`config.mk`:
```
export PLATFORM = sky130hd
export DESIGN_NAME = decode_stage
export DESIGN_NICKNAME = d
export VERILOG_FILES = /design/src/design/decode_pkg.sv /design/src/design/decode_stage.sv /design/src/design/imm_gen.sv /design/src/design/instr_decoder.sv /design/src/design/issue_control.sv /design/src/design/issue_reg.sv
export VERILOG_INCLUDE_DIRS = /design/src /design/src/design
export SDC_FILE = /design/constraint.sdc
export NUM_CORES = 1
export LEC_CHECK = 0
export BUFFER_PORTS_ARGS = -buffer_cell sky130_fd_sc_hd__buf_2
export CAP_MARGIN = 20
export CORE_AREA = 8 8 236 238
export DETAILED_ROUTE_END_ITERATION = 16
export DIE_AREA = 0 0 244 246
export PLACE_DENSITY = 0.55
export RECOVER_POWER = 100
export SLEW_MARGIN = 20
export SYNTH_ARGS = -nofsm -noshare
export SYNTH_HDL_FRONTEND = slang
export SYNTH_SLANG_ARGS = --single-unit
```
`constraint.sdc`:
```
create_clock -name clk -period 6.2 [get_ports clk]
set_input_delay 0.31 -clock clk [delete_from_list [all_inputs] [get_ports clk]]
set_output_delay 0.31 -clock clk [all_outputs]
set_load 0.02 [all_outputs]
```
`src/design/decode_defs.svh`:
```
`ifndef DECODE_DEFS_SVH
`define DECODE_DEFS_SVH

`define DATA_W      32
`define REG_ADDR_W  5
`define ALU_OP_W    12

// one-hot alu operation, bit positions
`define ALU_ADD   0
`define ALU_SUB   1
`define ALU_SLT   2
`define ALU_SLTU  3
`define ALU_AND   4
`define ALU_NOR   5
`define ALU_OR    6
`define ALU_XOR   7
`define ALU_SLL   8
`define ALU_SRL   9
`define ALU_SRA   10
`define ALU_LUI   11

// major opcode, instr[31:26]
`define OP6_ARITH   6'h00
`define OP6_LU12I   6'h05
`define OP6_PCADDU  6'h07
`define OP6_MEM     6'h0a
`define OP6_JIRL    6'h13
`define OP6_B       6'h14
`define OP6_BL      6'h15
`define OP6_BEQ     6'h16
`define OP6_BNE     6'h17
`define OP6_BLT     6'h18
`define OP6_BGE     6'h19
`define OP6_BLTU    6'h1a
`define OP6_BGEU    6'h1b

// arith group, instr[25:22]
`define OP4_3R      4'h0
`define OP4_SHIFTI  4'h1
`define OP4_SLTI    4'h8
`define OP4_SLTUI   4'h9
`define OP4_ADDI    4'ha
`define OP4_ANDI    4'hd
`define OP4_ORI     4'he
`define OP4_XORI    4'hf

// instr[21:20]
`define OP2_SHIFTI  2'h0
`define OP2_3R      2'h1

// 3r and shift-imm function, instr[19:15]
`define OP5_ADD   5'h00
`define OP5_SLLI  5'h01
`define OP5_SUB   5'h02
`define OP5_SLT   5'h04
`define OP5_SLTU  5'h05
`define OP5_NOR   5'h08
`define OP5_AND   5'h09
`define OP5_SRLI  5'h09
`define OP5_OR    5'h0a
`define OP5_XOR   5'h0b
`define OP5_SLL   5'h0e
`define OP5_SRL   5'h0f
`define OP5_SRA   5'h10
`define OP5_SRAI  5'h11

// memory group, instr[25:22]
`define OP4_LD_B   4'h0
`define OP4_LD_H   4'h1
`define OP4_LD_W   4'h2
`define OP4_ST_B   4'h4
`define OP4_ST_H   4'h5
`define OP4_ST_W   4'h6
`define OP4_LD_BU  4'h8
`define OP4_LD_HU  4'h9

`define MASK_B  4'h1
`define MASK_H  4'h3
`define MASK_W  4'hf

`endif

```
`src/design/decode_pkg.sv`:
```
`include "decode_defs.svh"

package decode_pkg;

  // one instruction word, read in whichever format the opcode implies
  typedef union packed {
    struct packed {
      logic [5:0]             op6;
      logic [3:0]             op4;
      logic [1:0]             op2;
      logic [4:0]             op5;
      logic [`REG_ADDR_W-1:0] rk;
      logic [`REG_ADDR_W-1:0] rj;
      logic [`REG_ADDR_W-1:0] rd;
    } fmt_3r;
    struct packed {
      logic [9:0]             op10;
      logic [11:0]            imm12;
      logic [`REG_ADDR_W-1:0] rj;
      logic [`REG_ADDR_W-1:0] rd;
    } fmt_2ri12;
    struct packed {
      logic [6:0]             op7;
      logic [19:0]            imm20;
      logic [`REG_ADDR_W-1:0] rd;
    } fmt_1ri20;
    struct packed {
      logic [5:0]             op6;
      logic [15:0]            imm16;
      logic [`REG_ADDR_W-1:0] rj;
      logic [`REG_ADDR_W-1:0] rd;
    } fmt_2ri16;
    struct packed {
      logic [5:0]  op6;
      logic [15:0] offs_lo;
      logic [9:0]  offs_hi;
    } fmt_i26;
  } instr_u;

  typedef struct packed {
    logic               valid;
    logic [`DATA_W-1:0] pc;
    instr_u             instr;
  } fetch_slot_t;

  typedef struct packed {
    logic [`ALU_OP_W-1:0]   alu_op;
    logic [3:0]             mem_mask;
    logic                   load;
    logic                   store;
    logic                   is_unsigned;
    logic                   may_jump;
    logic                   use_rj_value;
    logic                   use_less;
    logic                   need_less;
    logic                   use_zero;
    logic                   need_zero;
    logic                   src1_is_pc;
    logic                   src2_is_imm;
    logic                   src2_is_4;
    logic                   gr_we;
    logic [`REG_ADDR_W-1:0] dest;
    logic [`DATA_W-1:0]     imm;
    logic [`REG_ADDR_W-1:0] rj_addr;
    logic [`REG_ADDR_W-1:0] rkd_addr;
    logic [`DATA_W-1:0]     rj_value;
    logic [`DATA_W-1:0]     rkd_value;
    logic [`DATA_W-1:0]     pc;
  } decoded_op_t;

  typedef struct packed {
    logic        valid;
    decoded_op_t op;
  } issue_slot_t;

  // read addresses ride along so the pairing check needs nothing else
  typedef struct packed {
    logic [`REG_ADDR_W-1:0] dest;
    logic                   gr_we;
    logic                   use_rj;
    logic                   use_rkd;
    logic                   may_jump;
    logic                   mem_access;
    logic [`REG_ADDR_W-1:0] rj_addr;
    logic [`REG_ADDR_W-1:0] rkd_addr;
  } hazard_info_t;

  typedef enum logic [2:0] {
    IMM_UI5,
    IMM_SI12,
    IMM_UI12,
    IMM_SI16,
    IMM_SI20,
    IMM_SI26,
    IMM_NONE
  } imm_kind_t;

endpackage

```
`src/design/decode_stage.sv`:
```
`include "decode_defs.svh"

module decode_stage import decode_pkg::*; (
  input  logic                             clk,
  input  logic                             reset,
  input  logic                             ready,
  input  logic                             flush,
  input  fetch_slot_t                      slot0,
  input  fetch_slot_t                      slot1,
  input  logic [3:0][`DATA_W-1:0]          rf_data,
  output logic [1:0]                       pop,
  output logic [3:0][`REG_ADDR_W-1:0]      rf_addr,
  output issue_slot_t                      issue0,
  output issue_slot_t                      issue1
);

  imm_kind_t          imm_kind0;
  imm_kind_t          imm_kind1;
  logic [`DATA_W-1:0] imm0;
  logic [`DATA_W-1:0] imm1;
  decoded_op_t        op0;
  decoded_op_t        op1;
  hazard_info_t       hazard0;
  hazard_info_t       hazard1;
  logic [1:0]         issue_valid;

  // slot 0 reads ports 0 and 1, slot 1 reads ports 2 and 3
  instr_decoder dec0 (
    .instr     (slot0.instr),
    .pc        (slot0.pc),
    .rj_value  (rf_data[0]),
    .rkd_value (rf_data[1]),
    .imm       (imm0),
    .imm_kind  (imm_kind0),
    .rj_addr   (rf_addr[0]),
    .rkd_addr  (rf_addr[1]),
    .op        (op0),
    .hazard    (hazard0)
  );

  instr_decoder dec1 (
    .instr     (slot1.instr),
    .pc        (slot1.pc),
    .rj_value  (rf_data[2]),
    .rkd_value (rf_data[3]),
    .imm       (imm1),
    .imm_kind  (imm_kind1),
    .rj_addr   (rf_addr[2]),
    .rkd_addr  (rf_addr[3]),
    .op        (op1),
    .hazard    (hazard1)
  );

  imm_gen imm_gen0 (
    .instr    (slot0.instr),
    .imm_kind (imm_kind0),
    .imm      (imm0)
  );

  imm_gen imm_gen1 (
    .instr    (slot1.instr),
    .imm_kind (imm_kind1),
    .imm      (imm1)
  );

  issue_control issue_ctl (
    .slot0_valid (slot0.valid),
    .slot1_valid (slot1.valid),
    .hazard0     (hazard0),
    .hazard1     (hazard1),
    .ready       (ready),
    .issue_valid (issue_valid),
    .pop         (pop)
  );

  issue_reg out_reg (
    .clk         (clk),
    .reset       (reset),
    .flush       (flush),
    .ready       (ready),
    .issue_valid (issue_valid),
    .op0         (op0),
    .op1         (op1),
    .issue0      (issue0),
    .issue1      (issue1)
  );

endmodule

```
`src/design/imm_gen.sv`:
```
`include "decode_defs.svh"

module imm_gen import decode_pkg::*; (
  input  instr_u             instr,
  input  imm_kind_t          imm_kind,
  output logic [`DATA_W-1:0] imm
);

  logic [11:0] i12;
  logic [15:0] i16;
  logic [19:0] i20;
  logic [25:0] i26;
  logic [4:0]  ui5;

  assign i12 = instr.fmt_2ri12.imm12;
  assign i16 = instr.fmt_2ri16.imm16;
  assign i20 = instr.fmt_1ri20.imm20;
  assign i26 = {instr.fmt_i26.offs_hi, instr.fmt_i26.offs_lo};
  assign ui5 = instr.fmt_3r.rk;

  // branch offsets stay unshifted, execute scales them
  always_comb begin
    case (imm_kind)
      IMM_SI20: imm = {i20, 12'b0};
      IMM_UI5:  imm = {27'b0, ui5};
      IMM_SI26: imm = {{6{i26[25]}}, i26};
      IMM_SI16: imm = {{16{i16[15]}}, i16};
      IMM_SI12: imm = {{20{i12[11]}}, i12};
      default:  imm = {20'b0, i12};
    endcase
  end

endmodule

```
`src/design/instr_decoder.sv`:
```
`include "decode_defs.svh"

module instr_decoder import decode_pkg::*; (
  input  instr_u                 instr,
  input  logic [`DATA_W-1:0]     pc,
  input  logic [`DATA_W-1:0]     rj_value,
  input  logic [`DATA_W-1:0]     rkd_value,
  input  logic [`DATA_W-1:0]     imm,
  output imm_kind_t              imm_kind,
  output logic [`REG_ADDR_W-1:0] rj_addr,
  output logic [`REG_ADDR_W-1:0] rkd_addr,
  output decoded_op_t            op,
  output hazard_info_t           hazard
);

  logic [5:0]             op6;
  logic [9:0]             op10;
  logic [4:0]             op5;
  logic                   is_3r;
  logic                   is_shift_imm;
  logic                   inst_add, inst_sub, inst_slt, inst_sltu;
  logic                   inst_and, inst_or, inst_xor, inst_nor;
  logic                   inst_sll, inst_srl, inst_sra;
  logic                   inst_slli, inst_srli, inst_srai;
  logic                   inst_addi, inst_slti, inst_sltui;
  logic                   inst_andi, inst_ori, inst_xori;
  logic                   inst_lu12i, inst_pcaddu;
  logic                   inst_ld_b, inst_ld_h, inst_ld_w, inst_ld_bu, inst_ld_hu;
  logic                   inst_st_b, inst_st_h, inst_st_w;
  logic                   inst_jirl, inst_b, inst_bl;
  logic                   inst_beq, inst_bne, inst_blt, inst_bge, inst_bltu, inst_bgeu;
  logic                   is_load;
  logic                   is_store;
  logic                   is_cond_branch;
  logic                   may_jump;
  logic                   recognized;
  logic                   src1_is_pc;
  logic                   src2_is_imm;
  logic                   src2_is_4;
  logic                   gr_we;
  logic [`REG_ADDR_W-1:0] dest;
  logic [`ALU_OP_W-1:0]   alu_op;
  logic [3:0]             mem_mask;

  assign op6  = instr.fmt_2ri16.op6;
  assign op10 = instr.fmt_2ri12.op10;
  assign op5  = instr.fmt_3r.op5;

  assign is_3r = (op10 == {`OP6_ARITH, `OP4_3R}) && (instr.fmt_3r.op2 == `OP2_3R);
  assign is_shift_imm = (op10 == {`OP6_ARITH, `OP4_SHIFTI}) &&
                        (instr.fmt_3r.op2 == `OP2_SHIFTI);

  assign inst_add  = is_3r && op5 == `OP5_ADD;
  assign inst_sub  = is_3r && op5 == `OP5_SUB;
  assign inst_slt  = is_3r && op5 == `OP5_SLT;
  assign inst_sltu = is_3r && op5 == `OP5_SLTU;
  assign inst_nor  = is_3r && op5 == `OP5_NOR;
  assign inst_and  = is_3r && op5 == `OP5_AND;
  assign inst_or   = is_3r && op5 == `OP5_OR;
  assign inst_xor  = is_3r && op5 == `OP5_XOR;
  assign inst_sll  = is_3r && op5 == `OP5_SLL;
  assign inst_srl  = is_3r && op5 == `OP5_SRL;
  assign inst_sra  = is_3r && op5 == `OP5_SRA;
  assign inst_slli = is_shift_imm && op5 == `OP5_SLLI;
  assign inst_srli = is_shift_imm && op5 == `OP5_SRLI;
  assign inst_srai = is_shift_imm && op5 == `OP5_SRAI;

  assign inst_addi  = op10 == {`OP6_ARITH, `OP4_ADDI};
  assign inst_slti  = op10 == {`OP6_ARITH, `OP4_SLTI};
  assign inst_sltui = op10 == {`OP6_ARITH, `OP4_SLTUI};
  assign inst_andi  = op10 == {`OP6_ARITH, `OP4_ANDI};
  assign inst_ori   = op10 == {`OP6_ARITH, `OP4_ORI};
  assign inst_xori  = op10 == {`OP6_ARITH, `OP4_XORI};
  assign inst_ld_b  = op10 == {`OP6_MEM, `OP4_LD_B};
  assign inst_ld_h  = op10 == {`OP6_MEM, `OP4_LD_H};
  assign inst_ld_w  = op10 == {`OP6_MEM, `OP4_LD_W};
  assign inst_ld_bu = op10 == {`OP6_MEM, `OP4_LD_BU};
  assign inst_ld_hu = op10 == {`OP6_MEM, `OP4_LD_HU};
  assign inst_st_b  = op10 == {`OP6_MEM, `OP4_ST_B};
  assign inst_st_h  = op10 == {`OP6_MEM, `OP4_ST_H};
  assign inst_st_w  = op10 == {`OP6_MEM, `OP4_ST_W};

  // bit 25 must be clear for the 20-bit immediate forms
  assign inst_lu12i  = instr.fmt_1ri20.op7 == {`OP6_LU12I, 1'b0};
  assign inst_pcaddu = instr.fmt_1ri20.op7 == {`OP6_PCADDU, 1'b0};

  assign inst_jirl = op6 == `OP6_JIRL;
  assign inst_b    = op6 == `OP6_B;
  assign inst_bl   = op6 == `OP6_BL;
  assign inst_beq  = op6 == `OP6_BEQ;
  assign inst_bne  = op6 == `OP6_BNE;
  assign inst_blt  = op6 == `OP6_BLT;
  assign inst_bge  = op6 == `OP6_BGE;
  assign inst_bltu = op6 == `OP6_BLTU;
  assign inst_bgeu = op6 == `OP6_BGEU;

  assign is_load  = inst_ld_b | inst_ld_h | inst_ld_w | inst_ld_bu | inst_ld_hu;
  assign is_store = inst_st_b | inst_st_h | inst_st_w;
  assign is_cond_branch = inst_beq | inst_bne | inst_blt | inst_bge | inst_bltu | inst_bgeu;
  assign may_jump = is_cond_branch | inst_jirl | inst_b | inst_bl;

  assign recognized = is_3r & (|alu_op) | inst_slli | inst_srli | inst_srai |
                      inst_addi | inst_slti | inst_sltui | inst_andi | inst_ori | inst_xori |
                      inst_lu12i | inst_pcaddu | is_load | is_store | may_jump;

  assign alu_op[`ALU_ADD]  = inst_add | inst_addi | is_load | is_store |
                             inst_jirl | inst_bl | inst_pcaddu;
  assign alu_op[`ALU_SUB]  = inst_sub | inst_beq | inst_bne;
  assign alu_op[`ALU_SLT]  = inst_slt | inst_slti | inst_blt | inst_bge;
  assign alu_op[`ALU_SLTU] = inst_sltu | inst_sltui | inst_bltu | inst_bgeu;
  assign alu_op[`ALU_AND]  = inst_and | inst_andi;
  assign alu_op[`ALU_NOR]  = inst_nor;
  assign alu_op[`ALU_OR]   = inst_or | inst_ori;
  assign alu_op[`ALU_XOR]  = inst_xor | inst_xori;
  assign alu_op[`ALU_SLL]  = inst_sll | inst_slli;
  assign alu_op[`ALU_SRL]  = inst_srl | inst_srli;
  assign alu_op[`ALU_SRA]  = inst_sra | inst_srai;
  assign alu_op[`ALU_LUI]  = inst_lu12i;

  always_comb begin
    if (inst_ld_w | inst_st_w) begin
      mem_mask = `MASK_W;
    end else if (inst_ld_h | inst_ld_hu | inst_st_h) begin
      mem_mask = `MASK_H;
    end else if (inst_ld_b | inst_ld_bu | inst_st_b) begin
      mem_mask = `MASK_B;
    end else begin
      mem_mask = 4'h0;
    end
  end

  always_comb begin
    if (inst_lu12i | inst_pcaddu) begin
      imm_kind = IMM_SI20;
    end else if (inst_slli | inst_srli | inst_srai) begin
      imm_kind = IMM_UI5;
    end else if (inst_b | inst_bl) begin
      imm_kind = IMM_SI26;
    end else if (inst_jirl | is_cond_branch) begin
      imm_kind = IMM_SI16;
    end else if (inst_andi | inst_ori | inst_xori) begin
      imm_kind = IMM_UI12;
    end else if (inst_addi | inst_slti | inst_sltui | is_load | is_store) begin
      imm_kind = IMM_SI12;
    end else begin
      imm_kind = IMM_NONE;
    end
  end

  assign src1_is_pc  = inst_jirl | inst_bl | inst_pcaddu;
  assign src2_is_4   = inst_jirl | inst_bl;
  assign src2_is_imm = inst_slli | inst_srli | inst_srai | inst_addi | inst_slti |
                       inst_sltui | inst_andi | inst_ori | inst_xori | inst_lu12i |
                       inst_pcaddu | is_load | is_store;

  assign gr_we = recognized & ~is_store & ~inst_b & ~is_cond_branch;
  // bl links into r1
  assign dest = inst_bl ? `REG_ADDR_W'd1 : instr.fmt_3r.rd;

  assign rj_addr  = instr.fmt_3r.rj;
  assign rkd_addr = (is_cond_branch | is_store) ? instr.fmt_3r.rd : instr.fmt_3r.rk;

  always_comb begin
    op.alu_op       = alu_op;
    op.mem_mask     = mem_mask;
    op.load         = is_load;
    op.store        = is_store;
    op.is_unsigned  = inst_ld_bu | inst_ld_hu;
    op.may_jump     = may_jump;
    op.use_rj_value = inst_jirl;
    op.use_less     = inst_blt | inst_bge | inst_bltu | inst_bgeu;
    op.need_less    = inst_blt | inst_bltu;
    op.use_zero     = inst_beq | inst_bne;
    op.need_zero    = inst_beq;
    op.src1_is_pc   = src1_is_pc;
    op.src2_is_imm  = src2_is_imm;
    op.src2_is_4    = src2_is_4;
    op.gr_we        = gr_we;
    // unknown words leave nothing behind but pc and operands
    op.dest         = recognized ? dest : '0;
    op.imm          = recognized ? imm : '0;
    op.rj_addr      = rj_addr;
    op.rkd_addr     = rkd_addr;
    op.rj_value     = rj_value;
    op.rkd_value    = rkd_value;
    op.pc           = pc;
  end

  assign hazard.dest       = dest;
  assign hazard.gr_we      = gr_we;
  assign hazard.use_rj     = inst_jirl | ~src1_is_pc;
  assign hazard.use_rkd    = ~(src2_is_imm | src2_is_4);
  assign hazard.may_jump   = may_jump;
  assign hazard.mem_access = is_load | is_store;
  assign hazard.rj_addr    = rj_addr;
  assign hazard.rkd_addr   = rkd_addr;

endmodule

```
`src/design/issue_control.sv`:
```
module issue_control import decode_pkg::*; (
  input  logic         slot0_valid,
  input  logic         slot1_valid,
  input  hazard_info_t hazard0,
  input  hazard_info_t hazard1,
  input  logic         ready,
  output logic [1:0]   issue_valid,
  output logic [1:0]   pop
);

  logic serialize;
  logic raw_rj;
  logic raw_rkd;
  logic slot0_writes;

  // jumps in slot 0 and any memory access keep the pair apart
  assign serialize = hazard0.may_jump | hazard0.mem_access | hazard1.mem_access;

  // writes to r0 never create a dependency
  assign slot0_writes = hazard0.gr_we & (|hazard0.dest);
  assign raw_rj  = hazard1.use_rj  & (hazard0.dest == hazard1.rj_addr);
  assign raw_rkd = hazard1.use_rkd & (hazard0.dest == hazard1.rkd_addr);

  assign issue_valid[0] = slot0_valid;
  assign issue_valid[1] = slot1_valid & ~serialize & ~(slot0_writes & (raw_rj | raw_rkd));

  assign pop = issue_valid & {2{ready}};

endmodule

```
`src/design/issue_reg.sv`:
```
module issue_reg import decode_pkg::*; (
  input  logic        clk,
  input  logic        reset,
  input  logic        flush,
  input  logic        ready,
  input  logic [1:0]  issue_valid,
  input  decoded_op_t op0,
  input  decoded_op_t op1,
  output issue_slot_t issue0,
  output issue_slot_t issue1
);

  // flush takes priority over back-pressure
  always_ff @(posedge clk) begin
    if (reset || flush) begin
      issue0 <= '0;
      issue1 <= '0;
    end else if (ready) begin
      issue0.valid <= issue_valid[0];
      issue0.op    <= op0;
      issue1.valid <= issue_valid[1];
      issue1.op    <= op1;
    end
  end

endmodule

```
==> After elaboration in Yosys (flattened, before gate mapping) <==
Cells that the tools add are included.
{ "classes": {"bitwise_logic": 194, "muxes": 28, "reduce_logical": 44, "n_eq_ne": 88} }
{ "ops": {"columns": ["cell", "n"], "rows": [
  ["$pmux W32 S5", 2],
  ["$or A1 B1 Y1", 169],
  ["$eq A10 B8 Y1 const B", 16],
  ["$eq A10 B4 Y1 const B", 12],
  ["$eq A6 B5 Y1 const B", 18],
  ["$mux W32", 2],
  ["$eq A5 B4 Y1 const B", 12],
  ["$mux W3", 12],
  ["$logic_and A1 B1 Y1", 32],
  ["$mux W5", 6],
  ["$eq A7 B4 Y1 const B", 4],
  ["$reduce_or A12 Y1", 2],
  ["$eq A10 B1 Y1 const B", 2],
  ["$eq A5 B3 Y1 const B", 4],
  ["$eq A5 B5 Y1 const B", 4],
  ["$logic_not A10 Y1", 2],
  ["$mux W4", 4],
  ["$and A1 B1 Y1", 14],
  ["$eq A3 B3 Y1 const B", 4],
  ["$eq A5 B1 Y1 const B", 2],
  ["$eq A5 B2 Y1 const B", 2],
  ["$eq A5 B5 Y1", 2],
  ["$logic_not A5 Y1", 2],
  ["$not A1 Y1", 10],
  ["other kinds (9)", 15]
]} }
{ "totals": {"output_inout_bits": 368, "wordCells": 400, "reg_bits": 346, "input_bits": 262} }

==> Depth between registers and ports, before layout <==
{ "depth": {"depth_word": 34, "mapped_depth": 11, "depth_no_buf": 7} }

==> Hierarchy <==
A second synthesis with hierarchy kept.
{ "unflattened": {"hier_cells": 1962, "area_unflattened_um2": 18720.5} }
{ "modules_own_cells": {"columns": ["mod", "cells_per_inst", "instances", "area_each_um2", "seq_area_each_um2"], "rows": [
  ["issue_reg", 1117, 1, 12595.8, 6926.6],
  ["instr_decoder", 340, 2, 2437.3, 0.0],
  ["imm_gen", 71, 2, 538.0, 0.0],
  ["issue_control", 23, 1, 173.9, 0.0]
]} }

==> Worst setup path after synthesis <==
OpenSTA, ideal clock, no wires.
{ "synth_timing": {"path_kind": "input -> output", "startpoint": "in slot0[29] (netlist name)", "endpoint": "out pop[1]", "path_buffers": 1, "setup_slack_ps": 3661, "stages": 8, "required_ps": 5890, "t_arrival_ps": 2229, "cell_sequence": "buf_2 > and4bb_1 > a21oi_1 > o32a_1 > or3_1 > a211o_1 > o32ai_2 > a31oi_1"} }
{ "synth_via": {"elab_chain_cells": 34, "word_cells_on_any_way": 116, "classes_between": "eq/ne: 28; mux: 1; bitwise: 68; reduce/logical: 19"} }
{ "synth_lines": {"columns": ["item", "line_no", "source"], "rows": [
  ["start, declared", "decode_stage.sv:8", "input fetch_slot_t slot0,"],
  ["$eq A10 B8 Y1 (on tied branches)", "instr_decoder.sv:74, instr_decoder.sv:75", null],
  ["$or A1 B1 Y1 (4 in series)", "instr_decoder.sv:97", "assign is_load = inst_ld_b | inst_ld_h | inst_ld_w | inst_ld_bu | inst_ld_hu;"],
  ["$or A1 B1 Y1 (3 in series)", "instr_decoder.sv:106", "assign alu_op[`ALU_ADD] = inst_add | inst_addi | is_load | is_store |"],
  ["$or A1 B1 Y1 (2 in series)", "instr_decoder.sv:107", "inst_jirl | inst_bl | inst_pcaddu;"],
  ["$reduce_or A12 Y1", "instr_decoder.sv:102", "assign recognized = is_3r & (|alu_op) | inst_slli | inst_srli | inst_srai |"],
  ["$and A1 B1 Y1", "instr_decoder.sv:102", null],
  ["$or A1 B1 Y1 (4 in series)", "instr_decoder.sv:102", null],
  ["$or A1 B1 Y1 (6 in series)", "instr_decoder.sv:103", "inst_addi | inst_slti | inst_sltui | inst_andi | inst_ori | inst_xori |"],
  ["$or A1 B1 Y1 (4 in series)", "instr_decoder.sv:104", "inst_lu12i | inst_pcaddu | is_load | is_store | may_jump;"],
  ["$and A1 B1 Y1 (3 in series)", "instr_decoder.sv:156", "assign gr_we = recognized & ~is_store & ~inst_b & ~is_cond_branch;"],
  ["$and A1 B1 Y1", "issue_control.sv:20", "assign slot0_writes = hazard0.gr_we & (|hazard0.dest);"],
  ["$and A1 B1 Y1", "issue_control.sv:25", "assign issue_valid[1] = slot1_valid & ~serialize & ~(slot0_writes & (raw_rj | raw_rkd));"],
  ["$not A1 Y1", "issue_control.sv:25", null],
  ["$and A1 B1 Y1 (*)", "issue_control.sv:25", null],
  ["$and A2 B2 Y2 (*)", "issue_control.sv:27", "assign pop = issue_valid & {2{ready}};"],
  ["end, declared", "decode_stage.sv:11", "output logic [1:0] pop,"]
]} }
Every way passes the cells marked *; elsewhere a longest branch is shown, timed or not.

==> Final worst setup path <==
{ "layout_timing": {"startpoint": "in slot1[28] (netlist name)", "endpoint": "out pop[1]"} }
{ "layout_via": {"elab_chain_cells": 23, "word_cells_on_any_way": 72, "classes_between": "eq/ne: 26; mux: 1; bitwise: 41; reduce/logical: 4"} }
{ "layout_lines": {"columns": ["item", "line_no", "source"], "rows": [
  ["start, declared", "decode_stage.sv:9", "input fetch_slot_t slot1,"],
  ["$eq A10 B1 Y1", "instr_decoder.sv:50", "assign is_shift_imm = (op10 == {`OP6_ARITH, `OP4_SHIFTI}) &&"],
  ["$logic_and A1 B1 Y1", "instr_decoder.sv:50", null],
  ["$logic_and A1 B1 Y1 (no source line)", null, null],
  ["$or A1 B1 Y1 (5 in series)", "instr_decoder.sv:152", "assign src2_is_imm = inst_slli | inst_srli | inst_srai | inst_addi | inst_slti |"],
  ["$or A1 B1 Y1 (5 in series)", "instr_decoder.sv:153", "inst_sltui | inst_andi | inst_ori | inst_xori | inst_lu12i |"],
  ["$or A1 B1 Y1 (2 in series)", "instr_decoder.sv:154", "inst_pcaddu | is_load | is_store;"],
  ["$or A1 B1 Y1", "instr_decoder.sv:192", "assign hazard.use_rkd = ~(src2_is_imm | src2_is_4);"],
  ["$not A1 Y1", "instr_decoder.sv:192", null],
  ["$and A1 B1 Y1", "issue_control.sv:22", "assign raw_rkd = hazard1.use_rkd & (hazard0.dest == hazard1.rkd_addr);"],
  ["$or A1 B1 Y1", "issue_control.sv:25", null],
  ["$and A1 B1 Y1", "issue_control.sv:25", null],
  ["$not A1 Y1", "issue_control.sv:25", null],
  ["$and A1 B1 Y1 (*)", "issue_control.sv:25", null],
  ["$and A2 B2 Y2 (*)", "issue_control.sv:27", null]
]} }
Marked as above.

==> results.json <==
{
  "dp.final_hpwl_um": 45900,
  "leakage_nw": 8.55,
  "dr.pass1.iters": 5,
  "io_buffers": 629,
  "finalCriticalPeriod_ns": 4.42,
  "critPathBufInv": 2,
  "place_area_um2": 17900,
  "vias": 14500,
  "fin_crit_sh_pct": 71.2,
  "hp-class": "primary input to flip-flop",
  "grt_max_degree": 176,
  "synth_cell_types": 81,
  "cts_buffers": 40,
  "start_util_pct": 27.8,
  "synthesis.nets": 1825,
  "hold_ws_ns": 0.0381,
  "synth_warnings": 0,
  "ctsHoldBuffers": 189,
  "area_delta_synth_final_pct": 43.0,
  "crit_path_max_fanout": 15,
  "cp_cell_sequence": "clkbuf_1 > nand4bb_1 > a2111oi_0 > nor3_1 > nand2_1 > a211o_1 > o32ai_2 > a31oi_1 > clkbuf_1",
  "dieHeight_um": 246,
  "grt_setup_unrepaired": "no",
  "path_class": "primary input to output pin",
  "synth_seq_cells": 344,
  "wire_per_inst_um": 20.7,
  "tightestPinTransition_ns": 2.48,
  "overflow": 0,
  "final_cell_area_um2": 20700,
  "final_common_cell": "clkbuf_1",
  "rows": 84,
  "grt_pass1_wl_um": 92300,
  "synth_seq_area_share_pct": 47.7,
  "clock-sinks": 344,
  "die_area_um2": 60000,
  "maxCapViolations": 3,
  "cpLargestDelayFamily": "compound AO/OA/AOI/OAI gates",
  "totalWireLength_um": 62400,
  "nFillCells": 5385,
  "maxSlewHeadroom_pct": -65.5,
  "max_freq_mhz": 226,
  "synth_ff_type": "dfxtp_1",
  "final_nets": 2552,
  "slew_viol_final": 80,
  "post_drt_via_cell_ratio": 4.82,
  "io_pins": 630,
  "place_inst": 2746,
  "coreArea_um2": 52000,
  "antenna_found_initial": 17,
  "violations": "max-capacitance violations, max-slew violations",
  "syn_inst": 1563,
  "finalPower_mw": 5.44,
  "peakVddDrop_v": 0.000152,
  "tns_ns": 0,
  "ctsResizeCount": 0,
  "post_cts_buffers": 0,
  "cp-start-kind": "primary input",
  "skew_ns": 0,
  "first_iter_violations": 956,
  "track_usage_pct": 19.5,
  "cpMostUsedCell": "clkbuf_1",
  "netlist_area_um2": 14400,
  "h-tree-depth": 2,
  "power_density_nw_per_um2": 263,
  "async_flop_share_pct": 0,
  "arrival_ns": 4.11,
  "setup-violations-final": 0,
  "cp.required_ns": 5.89,
  "clkTransAtPathRegs_ns": 0.05,
  "routabilityCongestion": 0.884,
  "cts-root-buf": "clkbuf_16",
  "syn_avg_cell_area_um2": 9.24,
  "cpMaxStageDelayCell": "a2111oi_0",
  "status": "complete, but fails checks",
  "final_cell_mix": "clkbuf_1 (373), dfxtp_1 (344), nor2_1 (301)",
  "finalHoldViolations": 0,
  "cts_tree": "yes",
  "die_w_um": 244,
  "end_kind": "output pin",
  "finalNonFillerCells": 3019,
  "critical_path.max_stage_delay_ns": 1.77,
  "worstSkewPairLatency_ns": 0.55,
  "synth_edf_count": 0,
  "drc": 0,
  "grt_pass1_vias": 14800,
  "detail-route-antenna-nets": 0,
  "drive_gt1_share_pct": 15.8,
  "clockBufferDepth": 3
}
==> worst paths after layout <==
kind              cells past startpoint                  end                start  slack, ns
setup / recovery                      9               pop[1]            slot1[28]       1.78
setup reg to reg                      3  out_reg.issue1[172]  out_reg.issue1[172]       5.29
hold reg to reg                       2  out_reg.issue0[112]  out_reg.issue0[112]       0.45
hold / removal                        3   out_reg.issue0[79]          rf_data[15]       0.04
==> power breakdown <==
part / internal [mW] / total (mW) / switching, mW
Sequential: 2.27 / 2.30 / 0.0306
Combinational: 0.290 / 0.703 / 0.413
Clock: 1.45 / 2.44 / 0.988
Total: 4.00 / 5.44 / 1.43
==> logic make-up after synthesis <==
| logic type | after synthesis | synth area share (%) |
|---|---|---|
| AO/OA/AOI/OAI | 271 | 13.1 |
| XOR/XNOR | 10 | 0.606 |
| buffers and inverters | 162 | 5.29 |
| flip-flops | 344 | 47.7 |
| multiplexers | 232 | 16.2 |
| AND/OR/NAND/NOR | 544 | 17.2 |
==> cell type report <==
class,count,area [µm²],share of cell area [%]
sequential,344,6890,33.3
multi-input combinational,1057,6770,32.8
timing repair buffer,830,4700,22.7
clock buffer,52,1120,5.41
tap,688,861,4.17
clock inverter,22,236,1.15
inverter,17,63.8,0.309
antenna,9,22.5,0.109
==> registers in the layout, summed over array words and instances, names as in the netlist <==
signal	count
out_reg.issue1	172
out_reg.issue0	172
==> cells in the mapped netlist (all sizes together) (10+ instances only) <==
library cell	number	area, µm²
dfxtp	344	6890
nor2	301	1130
mux2i	223	2230
nand2	97	364
a21oi	81	413
clkbuf	77	289
buf	68	412
o21ai	49	245
nor3	29	150
nand3	19	95.1
a221oi	18	164
a32o	18	194
inv	17	63.8
nand4	15	93.8
a22o	14	123
a21o	12	90.1
nand2b	11	68.8
nor2b	11	68.8
a211oi	10	75.1
==> through the flow <==
stage,worst slack [ns],util (%)
5_1_grt,1.57,39.7
3_5_place_dp,2.92,34.4
6_report,1.78,39.7
2_1_floorplan,3.66,-
3_3_place_gp,2.93,34.4
4_1_cts,2.89,40.6
==> worst register-to-register path, stage by stage (launching register included) <==
cell,delay (ns)
dfxtp_1,0.37
nand2_1,0.09
a21o_1,0.22
a41oi_1,0.15
==> metal layers <==
layer / up-vias / share of wire, % / global-route usage, %
li1: 6952 / - / -
met1: 6894 / 38 / 21.4
met2: 538 / 50 / 34.0
met3: 142 / 8.5 / 7.34
met4: 14 / 3.9 / 7.61
met5: - / 0.15 / 0
Power figures use the tool's default switching activity.
